**config.mk**
```make
export PLATFORM = sky130hd
export DESIGN_NAME = control_decoder
export DESIGN_NICKNAME = d
export VERILOG_FILES = /design/src/rtl/mips_pkg.sv /design/src/rtl/control_decoder.sv
export SDC_FILE = /design/constraint.sdc
export NUM_CORES = 1
export LEC_CHECK = 0
export BUFFER_PORTS_ARGS = -buffer_cell sky130_fd_sc_hd__buf_2
export CAP_MARGIN = 15
export CORE_AREA = 2 2 39 41
export DETAILED_ROUTE_END_ITERATION = 7
export DIE_AREA = 0 0 41 43
export SLEW_MARGIN = 20
export SYNTH_ARGS = -nofsm -noshare
export SYNTH_HDL_FRONTEND = slang
export SYNTH_SLANG_ARGS = --single-unit
```
**constraint.sdc**
```tcl
create_clock -name vclk -period 3.8
set_clock_uncertainty 0.1 [all_clocks]
set_input_delay 0.95 -clock vclk [all_inputs]
set_output_delay 0.95 -clock vclk [all_outputs]
set_load 0.005 [all_outputs]
```
**src/rtl/mips_pkg.sv**
```systemverilog
package mips_pkg;

    localparam int XLEN       = 32;  // Data path width
    localparam int REG_ADDR_W = 5;   // 32 architectural registers

    // Primary opcodes, instr[31:26]
    typedef enum logic [5:0] {
        OP_RTYPE = 6'h00,
        OP_J     = 6'h02,
        OP_BEQ   = 6'h04,
        OP_ADDIU = 6'h09,
        OP_LB    = 6'h20,
        OP_LH    = 6'h21,
        OP_LW    = 6'h23,
        OP_LBU   = 6'h24,
        OP_LHU   = 6'h25,
        OP_LWU   = 6'h27,
        OP_SW    = 6'h2B,
        OP_HALT  = 6'h3F   // Stops fetch, drains the pipe
    } opcode_e;

    // R-type function field, instr[5:0]
    typedef enum logic [5:0] {
        FN_ADDU = 6'h21,
        FN_SUBU = 6'h23,
        FN_AND  = 6'h24,
        FN_OR   = 6'h25,
        FN_SLT  = 6'h2A
    } funct_e;

    typedef enum logic [2:0] {
        ALU_ADD = 3'd0,
        ALU_SUB = 3'd1,
        ALU_AND = 3'd2,
        ALU_OR  = 3'd3,
        ALU_SLT = 3'd4   // Signed compare
    } alu_op_e;

endpackage
```
**src/rtl/control_decoder.sv**
```systemverilog
`timescale 1ns/10ps

module control_decoder (
    input  mips_pkg::opcode_e i_opcode,
    input  mips_pkg::funct_e  i_funct,
    output logic              o_reg_write,
    output logic              o_reg_dst_rd,   // rd is destination, else rt
    output logic              o_alu_src_imm,  // B operand from sign-extended imm
    output logic              o_mem_read,
    output logic              o_mem_write,
    output logic              o_mem_to_reg,   // WB takes load data
    output logic              o_branch,
    output logic              o_jump,
    output mips_pkg::alu_op_e o_alu_op
);
    import mips_pkg::*;

    always_comb begin
        // Defaults give a no-op, also for unknown codes
        o_reg_write   = 1'b0;
        o_reg_dst_rd  = 1'b0;
        o_alu_src_imm = 1'b0;
        o_mem_read    = 1'b0;
        o_mem_write   = 1'b0;
        o_mem_to_reg  = 1'b0;
        o_branch      = 1'b0;
        o_jump        = 1'b0;
        o_alu_op      = ALU_ADD;
        case (i_opcode)
            OP_RTYPE: begin
                o_reg_dst_rd = 1'b1;
                o_reg_write  = 1'b1;
                case (i_funct)
                    FN_ADDU: o_alu_op = ALU_ADD;
                    FN_SUBU: o_alu_op = ALU_SUB;
                    FN_AND:  o_alu_op = ALU_AND;
                    FN_OR:   o_alu_op = ALU_OR;
                    FN_SLT:  o_alu_op = ALU_SLT;
                    default: o_reg_write = 1'b0;  // All-zero bubble lands here
                endcase
            end
            OP_ADDIU: begin
                o_reg_write   = 1'b1;
                o_alu_src_imm = 1'b1;
            end
            OP_LW: begin
                o_reg_write   = 1'b1;
                o_alu_src_imm = 1'b1;  // Address = rs + imm
                o_mem_read    = 1'b1;
                o_mem_to_reg  = 1'b1;
            end
            OP_SW: begin
                o_alu_src_imm = 1'b1;
                o_mem_write   = 1'b1;
            end
            OP_BEQ:  o_branch = 1'b1;  // Compare done in ID
            OP_J:    o_jump   = 1'b1;
            default: o_reg_write = 1'b0;  // HALT and narrow loads fall through as no-ops
        endcase
    end

endmodule

```
**Word level (Yosys, flattened, before mapping)**

Index checks and enable logic that the tools add are counted.

- Flip-flop bits (word level): 0
- Input bits: 12
- Output and inout bits: 11
- Word-level logic and storage cells: 24

- Equality and inequality tests: 10
- Mux-type cells: 10
- Reduce and logical (&&, ||, !) cells: 4

Operators by type and width:

| cell | number |
|---|---|
| == test 6 bit, second input constant | 7 |
| case mux 3 bit (4 select lines) | 1 |
| 2-to-1 mux 1 bit | 7 |
| == test 6 x 2 -> 1 bit, second input constant | 1 |
| == test 6 x 3 -> 1 bit, second input constant | 1 |
| == test 6 x 4 -> 1 bit, second input constant | 1 |
| logical NOT 6 bit | 1 |
| OR reduction 5 bit | 1 |
| 2-to-1 mux 3 bit | 1 |
| OR reduction 3 bit | 1 |
| case mux 1 bit (2 select lines) | 1 |
| OR reduction 2 bit | 1 |

**Logic depth before layout (Yosys ltp)**

- Depth in word-level cells: 4
- Mapped depth: 3
- Gate-level depth less buffers: 3

**Worst setup path before layout**

No wires, ideal clock.

- Kind: input -> output
- From: input port i_opcode[4]
- To: output port o_alu_op[0]
- Data arrival time: 2.257 ns
- Setup slack: 0.493 ns
- Cell stages on the path: 3
- Cells stage by stage: or4_4 > or4_4 > nor4b_2

- Cells in the longest elaborated chain, start to end: 2

RTL lines:

| element | RTL line | source |
|---|---|---|
| start, declared | control_decoder.sv:4 | `input mips_pkg::opcode_e i_opcode,` |
| logical NOT 6 bit | control_decoder.sv:29 | `case (i_opcode)` |
| 2-to-1 mux 3 bit | control_decoder.sv:29 |  |
| end, declared | control_decoder.sv:14 | `output mips_pkg::alu_op_e o_alu_op` |

No other way between the ends.

**Worst setup path after layout**

Ends and elaborated chain as after synthesis.

==> impl_metrics.tcl <==
set metrics [dict create \
    globalRouteOverflowTotal 0 \
    cts_hold_buf 0 \
    rsz0062_at_grt "false" \
    min_period_ps 3560 \
    pin_count 23 \
    finalMaxSlewViolations 0 \
    syn_area_sq_um 198 \
    grt_use_total 0.0579 \
    area_growth_pct 64.6 \
    n_fill_cell 152 \
    cp_top_family "simple AND/OR/NAND/NOR gates" \
    drc 0 \
    n_sequential_cell 0 \
    multiInputGateArea_sq_um 190 \
    drive_above_1_share 0.625 \
    nClkBuffers 0 \
    dp_hpwl_microns 497 \
    numPlacedInstances 64 \
    fin_nets 62 \
    dr.pass1.iters 3 \
    synth.largest_area_cell "nor3b_1" \
    slowest_delay_ps 540 \
    ir_drop_v 0.0000186 \
    core_sq_um 1380 \
    ys_types 15 \
    cts_resized 0 \
    antenna_found_initial 0 \
    worstHoldPathType "input pin to primary output" \
    row_count 14 \
    synth_common_cells "nor3_1, nor3b_1" \
    start_util 0.143 \
    final_cells 64 \
    path_buf_inv 2 \
    cts_setup_buffers 0 \
    die_w_microns 41 \
    grt_max_degree 9 \
    cp.required_ps 2750 \
    slew_headroom 0.771 \
    tightest_slew_ps 339 \
    syn_nets 38 \
    syn_avg_cell_area_sq_um 7.60 \
    hold_viol 0 \
    vias 276 \
    yosys.area.top_type_share 0.152 \
    via_per_inst 4.31 \
    critPathKind "input pin to primary output" \
    dieArea_sq_um 1760 \
    cap_violations 0 \
    ys_seq_area_frac 0 \
    arrival_ps 2510 \
    wl_per_cell_microns 8.59 \
    tns_ps 0 \
    critPathMaxFanout 4 \
    startpoint_type "input pin" \
    status "finished clean" \
    grt_pass1_vias 215 \
    fmax_mhz 281 \
    leakagePower_nw 0.161 \
    crit_path_end_kind "primary output" \
    crit_chain "buf_2, or4_4, or4_4, nor4b_2, buf_2" \
    initialDrtViolationCount 1 \
    p_per_area_nw_per_um2 59.8 \
    drt-total-wl_microns 550 \
    ys_warn_count 0 \
    finalSetupViolCount 0 \
    synthCells 26 \
    cpMaxStageDelayCell "or4_4" \
    antennaDiodeCount 0 \
    portBuffers 23 \
    ant_nets 0 \
    min_period_over_period 0.936 \
    grt_pass1_wl_microns 786 \
    gp_congestion 0.594 \
    die_y_microns 43 \
    ys_top_cells_by_area "nor3b_1, or4_4, nor3_1" \
    seqCellArea_sq_um 0 \
]
==> report_power, final <==
| part | total, W | internal, W | switching, W |
|---|---|---|---|
| registers | 0 | 0 | 0 |
| logic | 0.0000195 | 0.0000101 | 0.00000933 |
| clock network | 0 | 0 | 0 |
| total | 0.0000195 | 0.0000101 | 0.00000933 |
==> metrics by stage <==
step	setup slack (ps)	hold WS [ps]	power [W]	utilization	cell area, sq um
after floorplan	493	1820	0.00000762	-	198
after global placement	244	2070	0.0000190	0.235	325
after detailed placement	235	2080	0.0000195	0.235	325
after CTS	235	2080	0.0000196	0.235	325
after global routing	149	2100	0.0000216	0.235	325
final	243	2080	0.0000195	0.235	325
==> worst paths after layout <==
path / slack (ps) / depth (start not counted) / startpoint / endpoint
worst min-delay path: 2080 / 3 / i_opcode[0] / o_jump
worst max-delay path: 240 / 5 / i_opcode[4] / o_alu_op[0]
==> cell type report <==
class | count | area share
timing repair buffer | 23 | 0.354
tap | 16 | 0.0615
multi-input combinational | 25 | 0.585
==> cell usage in the layout (no fill, tap or decap) <==
cell type	instances
o21ai_0	2
nor2_1	2
nor3_1	4
nor4b_2	1
nor3b_1	4
or4_4	2
o211ai_1	1
nand4b_1	1
xnor2_1	1
nand2b_1	2
nor4bb_1	1
and3b_2	1
buf_2	23
or4b_2	1
and2b_2	2
==> metal layers <==
metal  GRT usage  share of wire  wire, microns  vias up
met2       0.100           0.44            240       16
met3           0           0.10             56        0
met5           0              0              0        -
met1      0.0823           0.46            253      113
met4           0              0              0        0
li1            -              -              -      147
==> cell families (layout without fill, tap and decap cells) <==
logic type / count (synthesis) / in the layout / synth area share
xor+xnor: 1 / 1 / 0.0443
buf+inv: 1 / 23 / 0.0380
compound gates: 3 / 3 / 0.0886
simple gates: 21 / 21 / 0.829
(Power assumes the default switching activity.)
