$ cat config.mk
export PLATFORM = sky130hd
export DESIGN_NAME = register_file
export DESIGN_NICKNAME = d
export VERILOG_FILES = /design/src/rtl/mips_pkg.sv /design/src/rtl/register_file.sv
export SDC_FILE = /design/constraint.sdc
export NUM_CORES = 2
export LEC_CHECK = 0
export BUFFER_PORTS_ARGS = -buffer_cell sky130_fd_sc_hd__buf_2
export CORE_ASPECT_RATIO = 1.1
export CORE_MARGIN = 8
export CORE_UTILIZATION = 60
export DETAILED_ROUTE_END_ITERATION = 10
export MAX_ROUTING_LAYER = met4
export PLACE_DENSITY = 0.75
export SETUP_SLACK_MARGIN = 0.5
export SYNTH_ARGS = -nofsm -noshare
export SYNTH_HDL_FRONTEND = slang
export SYNTH_SLANG_ARGS = --single-unit
$ cat constraint.sdc
create_clock -name i_clk -period 6.9 [get_ports i_clk]
set_clock_uncertainty 0.1 [all_clocks]
set_input_delay 2.07 -clock i_clk [delete_from_list [all_inputs] [get_ports i_clk]]
set_output_delay 2.07 -clock i_clk [all_outputs]
set_load 0.05 [all_outputs]
$ cat src/rtl/mips_pkg.sv
package mips_pkg;

    localparam int XLEN       = 32;  // Data path width
    localparam int REG_ADDR_W = 5;   // 32 architectural registers

    // Primary opcodes, instr[31:26]
    typedef enum logic [5:0] {
        OP_RTYPE = 6'h00,
        OP_J     = 6'h02,
        OP_BEQ   = 6'h04,
        OP_ADDIU = 6'h09,
        OP_LB    = 6'h20,
        OP_LH    = 6'h21,
        OP_LW    = 6'h23,
        OP_LBU   = 6'h24,
        OP_LHU   = 6'h25,
        OP_LWU   = 6'h27,
        OP_SW    = 6'h2B,
        OP_HALT  = 6'h3F   // Stops fetch, drains the pipe
    } opcode_e;

    // R-type function field, instr[5:0]
    typedef enum logic [5:0] {
        FN_ADDU = 6'h21,
        FN_SUBU = 6'h23,
        FN_AND  = 6'h24,
        FN_OR   = 6'h25,
        FN_SLT  = 6'h2A
    } funct_e;

    typedef enum logic [2:0] {
        ALU_ADD = 3'd0,
        ALU_SUB = 3'd1,
        ALU_AND = 3'd2,
        ALU_OR  = 3'd3,
        ALU_SLT = 3'd4   // Signed compare
    } alu_op_e;

endpackage
$ cat src/rtl/register_file.sv
`timescale 1ns/10ps

module register_file (
    input  logic                            i_clk,
    input  logic                            i_rst_n,
    input  logic [mips_pkg::REG_ADDR_W-1:0] i_ra1,
    input  logic [mips_pkg::REG_ADDR_W-1:0] i_ra2,
    output logic [mips_pkg::XLEN-1:0]       o_rd1,
    output logic [mips_pkg::XLEN-1:0]       o_rd2,
    input  logic                            i_we,
    input  logic [mips_pkg::REG_ADDR_W-1:0] i_wa,
    input  logic [mips_pkg::XLEN-1:0]       i_wd
);
    import mips_pkg::*;

    localparam int NREGS = 1 << REG_ADDR_W;

    logic [XLEN-1:0] regs [1:NREGS-1];  // No storage for $0

    always_ff @(posedge i_clk) begin
        if (!i_rst_n) begin
            for (int i = 1; i < NREGS; i++) begin
                regs[i] <= '0;
            end
        end else if (i_we && (i_wa != '0)) begin
            regs[i_wa] <= i_wd;
        end
    end

    // $0 reads zero, a same-cycle write is seen by ID
    assign o_rd1 = (i_ra1 == '0)               ? '0   :
                   (i_we && (i_wa == i_ra1))   ? i_wd : regs[i_ra1];
    assign o_rd2 = (i_ra2 == '0)               ? '0   :
                   (i_we && (i_wa == i_ra2))   ? i_wd : regs[i_ra2];

endmodule

# Word level (Yosys, flattened, before mapping)

Memories as Yosys holds them, arrays and structs flattened.
Cells that the tools add are included.

Register bits: 0
Bits in writable memories: 992
Bits of input ports: 50
Output and inout bits: 64
Memories: 1

Equal/unequal tests: 2
Multiplexer cells: 11
Reductions and logical operators: 7

Memories:

| memory | depth | width | read ports | clocked after memory_dff | wr ports | line                | source |
|---|---|---|---|---|---|---|---|
| regs   | 31    | 32    | 2          | 0                        | 31       | register_file.sv:18 | `logic [XLEN-1:0] regs [1:NREGS-1];` |

Operators with widths:

| kind                | number |
|---|---|
| $mux W32            | 5 |
| $reduce_or A32 Y1   | 1 |
| $eq A5 B5 Y1        | 2 |
| $logic_not A5 Y1    | 2 |
| $mux W1             | 5 |
| $mux W5             | 1 |
| $reduce_bool A5 Y1  | 1 |
| $logic_and A1 B1 Y1 | 3 |

# Depth between registers and ports, before layout

Depth in word-level cells: 7
Mapped depth: 10
Depth with buffers taken out: 5

# Worst setup path after synthesis

OpenSTA, ideal clock, no wires.

Path type: input to output
Start point: input i_ra1[0] (netlist bit)
End point: output o_rd1[29] (netlist bit)
Arrival time: 4,207 ps
Setup slack: 523 ps
Stages on the path: 9
Path through: clkbuf_2 -> buf_2 -> buf_2 -> buf_4 -> buf_4 -> mux2i_1 -> a22oi_1 -> o2111ai_1 -> a31oi_1

Word-level cells in the longest chain between the ends: 4

Ends and longest elaborated chain:

| what                                                                    | line                | source |
|---|---|---|
| from (decl)                                                             | register_file.sv:6  | `input logic [mips_pkg::REG_ADDR_W-1:0] i_ra1,` |
| parallel branches: the longest is 3 deep, another holds $mem_v2 Z31 W32 | -                   |  |
| $mux W32 (*)                                                            | register_file.sv:31 | `assign o_rd1 = (i_ra1 == '0) ? '0 :` |
| to (decl)                                                               | register_file.sv:8  | `output logic [mips_pkg::XLEN-1:0] o_rd1,` |

Every way passes the cells marked *.

# Final worst setup path

Start point: input i_ra2[3] (netlist bit)
End point: output o_rd2[15] (netlist bit)

Word-level cells in the longest chain between the ends: 4

Ends and longest elaborated chain:

| what                                                                    | line                | source |
|---|---|---|
| from (decl)                                                             | register_file.sv:7  | `input logic [mips_pkg::REG_ADDR_W-1:0] i_ra2,` |
| parallel branches: the longest is 3 deep, another holds $mem_v2 Z31 W32 | -                   |  |
| $mux W32 (*)                                                            | register_file.sv:33 | `assign o_rd2 = (i_ra2 == '0) ? '0 :` |
| to (decl)                                                               | register_file.sv:9  | `output logic [mips_pkg::XLEN-1:0] o_rd2,` |

Marks and branches as above.

==> impl_results.md <==
- Largest regs: regs: 1024 flops
- Dpl ws: -0.4120 ns
- Final Hold Vio Count: 0
- Tcrit/Tclk final: 0.9396
- Synth Area in Compound Gates: 0.06741
- Core area: 90710 µm²
- Fin worst setup slack: 0.4171 ns
- Synth area leaders: edfxtp_1, mux4_2, and2_1
- Flops & latches, synth: 1024
- WS Path Type: in2out
- Fraction of synthesized cell area in xor and xnor cells: 0.001602
- Setup tns final: 0 ns
- Routed wire per std cell: 38.25 µm
- Initial Utilization: 0.6028
- RSZ-0062 raised after global routing: yes
- Top reg by flops: regs
- Top delay family on crit path: compound AO/OA/AOI/OAI gates
- Nets: 3957
- Pwr dens: 242.9 nW/µm²
- Critical Path Most Common Cell: buf_4
- WL final: 198100 µm
- Mapped Area: 54680 µm²
- Synth cell types: 52
- Hold Path Class: in2reg
- CTS Sinks: 1024
- Post-DRT Antenna Nets: 0
- Routed length on met2: 89310 µm
- Total power: 0.01538 W
- Fraction of layout cells with a size suffix above 1: 0.2926
- Main synth FF type: edfxtp_1
- Max Clk Rate: 154.3 MHz
- Syn Area/Cell: 14.61 µm²
- Main combinational cell family by area after synthesis: multiplexers
- CP Max Fanout: 16
- Routed wl met3: 26420 µm
- Gate Count Post-Synth: 3742
- Endpoint class of the critical path: output port
- Hpwl dp: 120400 µm
- Crit path DAT: 4.31 ns
- Simple-gate share of the synthesized area: 0.1239
- Pin count of the biggest net entering global routing: 65
- Top Metal Used: met4
- Outcome: completed
- Yosys top cell area share: 0.5623
- Min Tclk post-route: 6.483 ns
- Critical Path, Cell by Cell: clkbuf_4 > buf_4 > and2_2 > buf_12 > a22o_2 > a2111oi_1 > buf_4 > a21oi_1 > a22o_2 > buf_4
- Worst stage delay on the critical path: 0.34 ns
- Drc violations: 0
- Crit start category: input port
- Post-synth EDFFs: 1024
- Vias in the first global route: 38470
- Total gr overflow: 0
- YS warnings: 0
- Post-DR vias/cell: 7.420
- Port Buf Inserts: 113
- CTS max path bufs: 3
- Peak VDD IR: 0.0002267 V
- Static leakage: 22.71 nW
- Setup Viol. Count Final: 0
- Clock-pin slew on the worst setup and hold paths: 0.06 ns
- Initial antenna violation count: 14
- I/O Pins: 114
- CTS tree: built
- Metal-1 WL: 63710 µm
- Rel. slew slack: 0.1326
- CP max-delay cell: a2111oi_1
- Root Buffer: clkbuf_16
- First-pass GRT wire length: 275000 µm
- Pre-Repair DR Iteration Count: 8
- DRT iter0 DRCs: 5931
- Seq/Total Area, Yosys: 0.5623
- Post-synthesis mux area share: 0.2123
- DIE AREA: 101100 µm²
- Asr flop ratio synth: 0
- H-tree lvl count: 3
- Total CTS buffers: 105
- Critical path required time: 4.73 ns
- Via count: 38420
- Largest area contributor in the netlist: edfxtp_1
- Fin. max-slew vios: 0
- Largest register FFs: 1024
- Pin slew with the least headroom to its limit: 1.300 ns
- WP buf/inv: 5
- # rows: 116
- Synth Area in Adders: 0
- P&R area growth vs syn: 15.83%
- Die height: 332.6 µm
- Routability congestion estimate: 0.9889
- Max-cap violations: 0
- Tot GR Track Use: 0.3892
- Die X-Extent: 303.8 µm
==> metal layers <==
| metal | track usage | up-vias |
|---|---|---|
| met1 | 0.4568 | 19210 |
| met4 | 0.2892 | 0 |
| met2 | 0.5835 | 3485 |
| met5 | - | - |
| met3 | 0.09659 | 884 |
| li1 | - | 14840 |
==> where the power goes <==
part,internal [W],switching (W)
Sequential,0.00719,0.000192
Clock,0.00310,0.00248
Combinational,0.000942,0.00148
==> kinds of logic (layout without fill, tap and decap cells) <==
group           after synthesis  after routing
buf+inv                     418            630
other cells                   1             45
xor+xnor                     10             10
mux                         674            674
flops                      1024           1024
compound gates              500            500
simple gates               1115           1115
==> synthesized netlist by cell type (all sizes together) (5+ instances only) <==
cell type	instances
edfxtp	1024
o21ai	40
and2	996
a21oi	78
mux4	388
a22oi	133
nand2	37
o221a	18
xnor2	10
a211oi	7
mux2i	281
nor2b	5
o211ai	10
nor2	44
a221o	13
nand3	11
mux2	5
a31oi	7
a2111oi	24
a32oi	9
o221ai	42
clkbuf	303
buf	113
o22ai	41
a22o	55
==> through the flow <==
step	utilization	instances	area, µm²	hold slack (ns)
2_1_floorplan	-	3773	54800	2.069
3_3_place_gp	0.6427	4927	58300	2.430
3_5_place_dp	0.6427	4927	58300	2.446
4_1_cts	0.6904	5140	62630	1.715
5_1_grt	0.6982	5176	63330	1.745
6_report	0.6982	5178	63340	1.749
==> worst paths after layout <==
check / start / end / slack, ns / cells after the start
max: i_ra2[3] / o_rd2[15] / 0.42 / 10
min: i_wd[19] / regs[17][19] / 1.75 / 2
==> cell usage in the layout (no fill, tap or decap), drive strengths merged, types with 44 or more instances in the layout <==
master,instances
a21oi,78
a22o,55
a22oi,133
and2,996
buf,415
clkbuf,138
clkinv,45
edfxtp,1024
mux2i,281
mux4,388
nor2,44
==> layout make-up <==
cell class / instances / area, µm²
inverter: 2 / 7.507
fill: 5878 / 27370
multi-input combinational: 2331 / 23320
sequential: 1024 / 30750
antenna: 13 / 32.53
timing repair buffer: 443 / 4486
clock inverter: 64 / 553.0
tap: 1180 / 1476
clock buffer: 121 / 2709
==> timing repair <==
item                                    4_1_cts  5_1_grt
cloned                                       12        7
resized for setup                           121       80
hold buffers                                  0        0
endpoints found under the setup margin       63       58
buffers inserted                             16       18
pin swaps                                     5       13
No activity file was read; power rests on OpenSTA's default activity.
