**src/rtl/mips_pkg.sv**
```systemverilog
package mips_pkg;

    localparam int XLEN       = 32;  // Data path width
    localparam int REG_ADDR_W = 5;   // 32 architectural registers

    // Primary opcodes, instr[31:26]
    typedef enum logic [5:0] {
        OP_RTYPE = 6'h00,
        OP_J     = 6'h02,
        OP_BEQ   = 6'h04,
        OP_ADDIU = 6'h09,
        OP_LB    = 6'h20,
        OP_LH    = 6'h21,
        OP_LW    = 6'h23,
        OP_LBU   = 6'h24,
        OP_LHU   = 6'h25,
        OP_LWU   = 6'h27,
        OP_SW    = 6'h2B,
        OP_HALT  = 6'h3F   // Stops fetch, drains the pipe
    } opcode_e;

    // R-type function field, instr[5:0]
    typedef enum logic [5:0] {
        FN_ADDU = 6'h21,
        FN_SUBU = 6'h23,
        FN_AND  = 6'h24,
        FN_OR   = 6'h25,
        FN_SLT  = 6'h2A
    } funct_e;

    typedef enum logic [2:0] {
        ALU_ADD = 3'd0,
        ALU_SUB = 3'd1,
        ALU_AND = 3'd2,
        ALU_OR  = 3'd3,
        ALU_SLT = 3'd4   // Signed compare
    } alu_op_e;

endpackage
```
**src/rtl/pipe_ctrl_if.sv**
```systemverilog
`timescale 1ns/10ps

// Hazard levels from the hazard block to the pipeline, all combinational
interface pipe_ctrl_if;

    logic stall;        // Load-use, hold PC and IF/ID
    logic flush_id_ex;  // Bubble into ID/EX
    logic flush_if_id;  // Taken branch or jump kills the fetched word
    logic ctrl_hazard;  // Redirect PC to the ID target
    logic halt;         // HALT in ID

    modport hazard (
        output stall,
        output flush_id_ex,
        output flush_if_id,
        output ctrl_hazard,
        output halt
    );

    modport pipe (
        input stall,
        input flush_id_ex,
        input flush_if_id,
        input ctrl_hazard,
        input halt
    );

endinterface

```
**src/rtl/hazard_detection.sv**
```systemverilog
`timescale 1ns/10ps

module hazard_detection (
    input  logic [mips_pkg::REG_ADDR_W-1:0] i_if_id_rs,        // ID source rs
    input  logic [mips_pkg::REG_ADDR_W-1:0] i_if_id_rt,        // ID rt, source unless a load
    input  logic [mips_pkg::REG_ADDR_W-1:0] i_id_ex_rt,        // Load target in EX
    input  mips_pkg::opcode_e               i_if_id_opcode,
    input  logic                            i_id_ex_mem_read,  // EX holds a load
    input  logic                            i_id_take_branch,  // Branch or jump taken in ID
    pipe_ctrl_if.hazard                     o_ctrl
);
    import mips_pkg::*;

    logic is_load_in_id;
    logic load_use;

    // Loads write rt, so their rt is no source
    assign is_load_in_id = i_if_id_opcode inside {OP_LW, OP_LH, OP_LB, OP_LHU, OP_LBU, OP_LWU};

    // Data not ready until MEM finishes
    assign load_use = i_id_ex_mem_read && (i_id_ex_rt != '0) &&
                      ((i_id_ex_rt == i_if_id_rs) ||
                       ((i_id_ex_rt == i_if_id_rt) && !is_load_in_id));

    // Taken branch overrides the stall, ID instruction leaves anyway
    assign o_ctrl.stall       = load_use && !i_id_take_branch;
    assign o_ctrl.flush_id_ex = load_use;
    assign o_ctrl.flush_if_id = i_id_take_branch;  // Kill wrong-path fetch
    assign o_ctrl.ctrl_hazard = i_id_take_branch;
    assign o_ctrl.halt        = (i_if_id_opcode == OP_HALT);

endmodule

```
**src/flat_wrapper.sv**
```systemverilog
// flat-port wrapper written by rule: the top's interface ports become plain ports
module hazard_detection_flat import mips_pkg::*;
  (i_if_id_rs, i_if_id_rt, i_id_ex_rt, i_if_id_opcode, i_id_ex_mem_read, i_id_take_branch, o_ctrl_stall, o_ctrl_flush_id_ex, o_ctrl_flush_if_id, o_ctrl_ctrl_hazard, o_ctrl_halt);
  pipe_ctrl_if o_ctrl_i ();
  input  logic [mips_pkg::REG_ADDR_W-1:0] i_if_id_rs;
  input  logic [mips_pkg::REG_ADDR_W-1:0] i_if_id_rt;
  input  logic [mips_pkg::REG_ADDR_W-1:0] i_id_ex_rt;
  input  mips_pkg::opcode_e i_if_id_opcode;
  input  logic i_id_ex_mem_read;
  input  logic i_id_take_branch;
  output wire logic [$bits(o_ctrl_i.stall)-1:0] o_ctrl_stall;
  output wire logic [$bits(o_ctrl_i.flush_id_ex)-1:0] o_ctrl_flush_id_ex;
  output wire logic [$bits(o_ctrl_i.flush_if_id)-1:0] o_ctrl_flush_if_id;
  output wire logic [$bits(o_ctrl_i.ctrl_hazard)-1:0] o_ctrl_ctrl_hazard;
  output wire logic [$bits(o_ctrl_i.halt)-1:0] o_ctrl_halt;
  assign o_ctrl_stall = o_ctrl_i.stall;
  assign o_ctrl_flush_id_ex = o_ctrl_i.flush_id_ex;
  assign o_ctrl_flush_if_id = o_ctrl_i.flush_if_id;
  assign o_ctrl_ctrl_hazard = o_ctrl_i.ctrl_hazard;
  assign o_ctrl_halt = o_ctrl_i.halt;
  hazard_detection u_core (.i_if_id_rs(i_if_id_rs), .i_if_id_rt(i_if_id_rt), .i_id_ex_rt(i_id_ex_rt), .i_if_id_opcode(i_if_id_opcode), .i_id_ex_mem_read(i_id_ex_mem_read), .i_id_take_branch(i_id_take_branch), .o_ctrl(o_ctrl_i));
endmodule
```
**config.mk**
```make
export PLATFORM = sky130hd
export DESIGN_NAME = hazard_detection_flat
export DESIGN_NICKNAME = d
export VERILOG_FILES = /design/src/rtl/mips_pkg.sv /design/src/rtl/pipe_ctrl_if.sv /design/src/rtl/hazard_detection.sv /design/src/flat_wrapper.sv
export SDC_FILE = /design/constraint.sdc
export NUM_CORES = 1
export LEC_CHECK = 0
export BUFFER_PORTS_ARGS = -buffer_cell sky130_fd_sc_hd__buf_2
export CAP_MARGIN = 30
export CORE_AREA = 2 2 39 41
export DETAILED_ROUTE_END_ITERATION = 8
export DIE_AREA = 0 0 41 43
export PLACE_DENSITY_LB_ADDON = 0.25
export SYNTH_ARGS = -nofsm -noshare
export SYNTH_HDL_FRONTEND = slang
export SYNTH_SLANG_ARGS = --single-unit
```
**constraint.sdc**
```tcl
create_clock -name vclk -period 1.14
set_input_delay 0.171 -clock vclk [all_inputs]
set_output_delay 0.171 -clock vclk [all_outputs]
set_load 0.01 [all_outputs]
```
; ---- Word-level counts from Yosys, hierarchy flattened
; Cells that the tools add are included.
[op_classes]
n_eq_ne = 9
reduce_logical = 9
[ops]
columns = cell, count
row1 = "6-bit == test, second input constant", 7
row2 = 5-bit == test, 2
row3 = 6-bit nonzero test, 1
row4 = 5-bit nonzero test, 1
row5 = 1-bit logical AND, 4
row6 = 1-bit zero test, 2
row7 = 1-bit logical OR, 1
[word_totals]
ff_bits = 0
inputBits = 23
output_inout_bits = 5
word_cells = 18

; ---- Logic depth before layout (Yosys ltp)
[depth]
word_depth = 7
ltp_mapped = 4
mapped_depth_nobuf = 4

; ---- Worst setup path after synthesis
; No wires, ideal clock.
[synth_path]
path_type = input to output
from = input port i_id_ex_rt[3] (netlist name)
to = output port o_ctrl_stall
t_arrival_ns = 0.922
required_time_ns = 0.969
setup_slack_ns = 0.047
cell_stages = 4
n_path_buf = 0
cell_sequence = xor2_1 -> a211oi_2 -> a22oi_1 -> nor3_1
[synth_between]
elab_chain_cells = 5
word_cells_on_any_way = 8
cone_classes = eq/ne: 2 / reduce/logical: 6
[synth_rtl]
columns = element, line_no
row1 = "start, declared", flat_wrapper.sv:7  ; input logic [mips_pkg::REG_ADDR_W-1:0] i_id_ex_rt;
row2 = 5-bit == test, hazard_detection.sv:23  ; ((i_id_ex_rt == i_if_id_rt) && !is_load_in_id));
row3 = 1-bit logical AND, hazard_detection.sv:23
row4 = 1-bit logical OR, hazard_detection.sv:22  ; ((i_id_ex_rt == i_if_id_rs) ||
row5 = 1-bit logical AND (*), hazard_detection.sv:21  ; assign load_use = i_id_ex_mem_read && (i_id_ex_rt != '0) &&
row6 = 1-bit logical AND (*), hazard_detection.sv:26  ; assign o_ctrl.stall = load_use && !i_id_take_branch;
row7 = "end, declared", flat_wrapper.sv:11  ; output wire logic [$bits(o_ctrl_i.stall)-1:0] o_ctrl_stall;
; Mark *: on every way between the ends. The rest lies on a longest branch, timed or not.

; ---- Worst setup path in the final report
[layout_path]
from = input port i_id_ex_rt[4] (netlist name)
to = output port o_ctrl_flush_id_ex
[layout_between]
elab_chain_cells = 4
word_cells_on_any_way = 7
cone_classes = eq/ne: 2 / reduce/logical: 5
[layout_rtl]
columns = element, line_no
row1 = 5-bit == test, hazard_detection.sv:23
row2 = 1-bit logical AND, hazard_detection.sv:23
row3 = 1-bit logical OR, hazard_detection.sv:22
row4 = 1-bit logical AND (*), hazard_detection.sv:21
row5 = "end, declared", flat_wrapper.sv:12  ; output wire logic [$bits(o_ctrl_i.flush_id_ex)-1:0] o_ctrl_flush_id_ex;
; Marked as above.

==> flow_metrics.py <==
metrics = {
    "sta": {
        "period_needed_ps": 1310,
        "max_freq_ghz": 0.762,
        "relSlewSlack": 0.845,
        "finalHoldViolCount": 0,
        "slew_violations": 0,
        "final.period_utilization": 1.15,
        "whs_ps": 567,
        "setup-violations-final": 2,
        "fin_ws_ps": -173,
        "rsz0062_at_grt": "true",
        "tightest_slew_ps": 231,
    },
    "placed_design": {
        "placed_cell_area_um2": 353,
        "hpwl_um": 505,
        "dpl.cell_count": 70,
        "port_buffers": 28,
        "place_ws_ps": -198,
        "gp_congestion": 0.638,
    },
    "yosys": {
        "syn-cell-area_um2": 193,
        "yosysTopAreaCellShare": 0.455,
        "synth_fp_nets": 49,
        "yosysTopAreaCell": "xor2_1",
        "yosysSeqAreaShare": 0,
        "synth.avg_cell_area_um2": 7.41,
        "ys_types": 12,
        "synth_cells": 26,
        "synth_most_common_cell": "xor2_1",
        "synth_commonest_cells": "10 x xor2_1, 3 x nor2_1, 3 x nor3_1",
        "synthTopCellsByArea": "xor2_1 45%, nor3_1 7.8%, buf_4 7.8%, a211oi_2 6.5%, nor2_1 5.8%",
        "synth_warnings": 0,
    },
    "die": {
        "ios": 28,
        "die_area_mm2": 0.00176,
        "coreArea_mm2": 0.00138,
        "dieHeight_um": 43,
        "start_util": 0.139,
        "dieWidth_um": 41,
        "rows": 14,
    },
    "finish": {
        "fin_area_um2": 410,
        "seq_area_um2": 0,
        "drive_gt1_frac": 0.667,
        "diodes": 0,
        "multi_input_area_um2": 200,
        "area_growth_pct": 113,
        "clock_buffers": 0,
        "seq_cell_count": 0,
        "n_fill_cell": 163,
        "final_nets": 79,
        "layout.cells.non_filler": 70,
    },
    "setup_path": {
        "slowest_stage": "or4_4",
        "critical_path_buf_inv_count": 2,
        "required_ps": 970,
        "path_delay_family": "simple AND/OR/NAND/NOR gates",
        "critPathLaunchType": "primary input",
        "critPathMaxFanout": 3,
        "criticalPathCategory": "primary input to output pin",
        "cp-end-kind": "output pin",
        "crit_path_max_incr_delay_ps": 540,
        "crit_arrival_ps": 1140,
        "path_depth": 5,
        "crit_chain": "buf_8 > or4_4 > o21ai_4 > nor2_1 > buf_2",
    },
    "routing": {
        "dr.pass1.iters": 1,
        "wl_met1_um": 196,
        "viasPerCell": 3.97,
        "route.met2.wl_um": 285,
        "dr_wl_met3_um": 70,
        "vias": 278,
        "final_antenna_net_count": 0,
        "top_layer": "met3",
        "drc": 0,
        "drt_wl_total_um": 552,
        "first_iter_violations": 0,
        "wl_per_cell_um": 7.89,
    },
    "global_routing": {
        "grt_pass1_wl_um": 759,
        "grt_max_degree": 4,
        "grt_usage": 0.0569,
        "gr-total-overflow": 0,
        "grt_pass1_vias": 207,
        "antenna_found_initial": 0,
    },
    "status": {
        "violations": "setup timing",
        "outcome": "complete, but fails checks",
    },
    "power": {
        "power_leakage_nw": 0.203,
        "p_per_area_mw_per_mm2": 321,
        "peakVddDrop_mv": 0.0886,
    },
    "worst_hold_path": {
        "min_path_cells": 2,
        "hold_path.class": "primary input to output pin",
    },
    "flow_run": {
        "cap_violations": 0,
    },
    "clock_tree": {
        "postCtsSetupBuffers": 0,
    },
}
-- what timing repair did --
| action | CTS | global route |
|---|---|---|
| gates resized for setup | 5 | 8 |
| gates cloned | 0 | 0 |
| setup endpoints to repair | 2 | 2 |
| pin swaps | 0 | 6 |
| hold buffers | 0 | 0 |
-- metrics by stage --
stage	setup TNS, ps	util	power (mW)
after floorplan	0	-	0.0500
after global placement	-378	0.255	0.111
after detailed placement	-389	0.255	0.112
after CTS	-329	0.267	0.118
after global routing	-406	0.297	0.145
final	-344	0.297	0.132
-- area by class of cell --
| class | count | area share |
|---|---|---|
| multi-input cells | 24 | 0.488 |
| well taps | 16 | 0.0488 |
| repair buffers | 30 | 0.463 |
-- per-layer routing --
layer  vias up  track usage
met2        15        0.103
met4         0            0
met3         0            0
met1       117       0.0759
li1        146            -
met5         -            0
-- where the power goes --
part           leakage [nW]  total (mW)  internal (mW)  switching, mW
registers                 0           0              0              0
logic                 0.203       0.132         0.0767         0.0549
clock network             0           0              0              0
total                 0.203       0.132         0.0767         0.0549
-- cells in the final DEF, fill, tap and decap left out --
cell	instances
nand2b_1	1
nor3b_1	1
buf_4	2
nor2_1	3
a22oi_2	1
nand4_1	1
or4_4	1
xor2_1	10
buf_6	4
nor3_1	1
nand2_1	1
buf_2	23
a211oi_2	1
o21ai_4	1
nor3_2	2
buf_8	1
-- logic make-up (layout without fill, tap and decap cells) --
family                 Yosys count  after routing  synth area share
AND/OR/NAND/NOR                 11             11             0.318
XOR/XNOR                        10             10             0.455
AO/OA/AOI/OAI                    3              3             0.149
buffers and inverters            2             30            0.0779
-- final timing paths --
check	start	to	slack [ps]
setup / recovery	i_id_ex_rt[4]	o_ctrl_flush_id_ex	-170
hold / removal	i_id_take_branch	o_ctrl_ctrl_hazard	570
(Power assumes the default switching activity.)
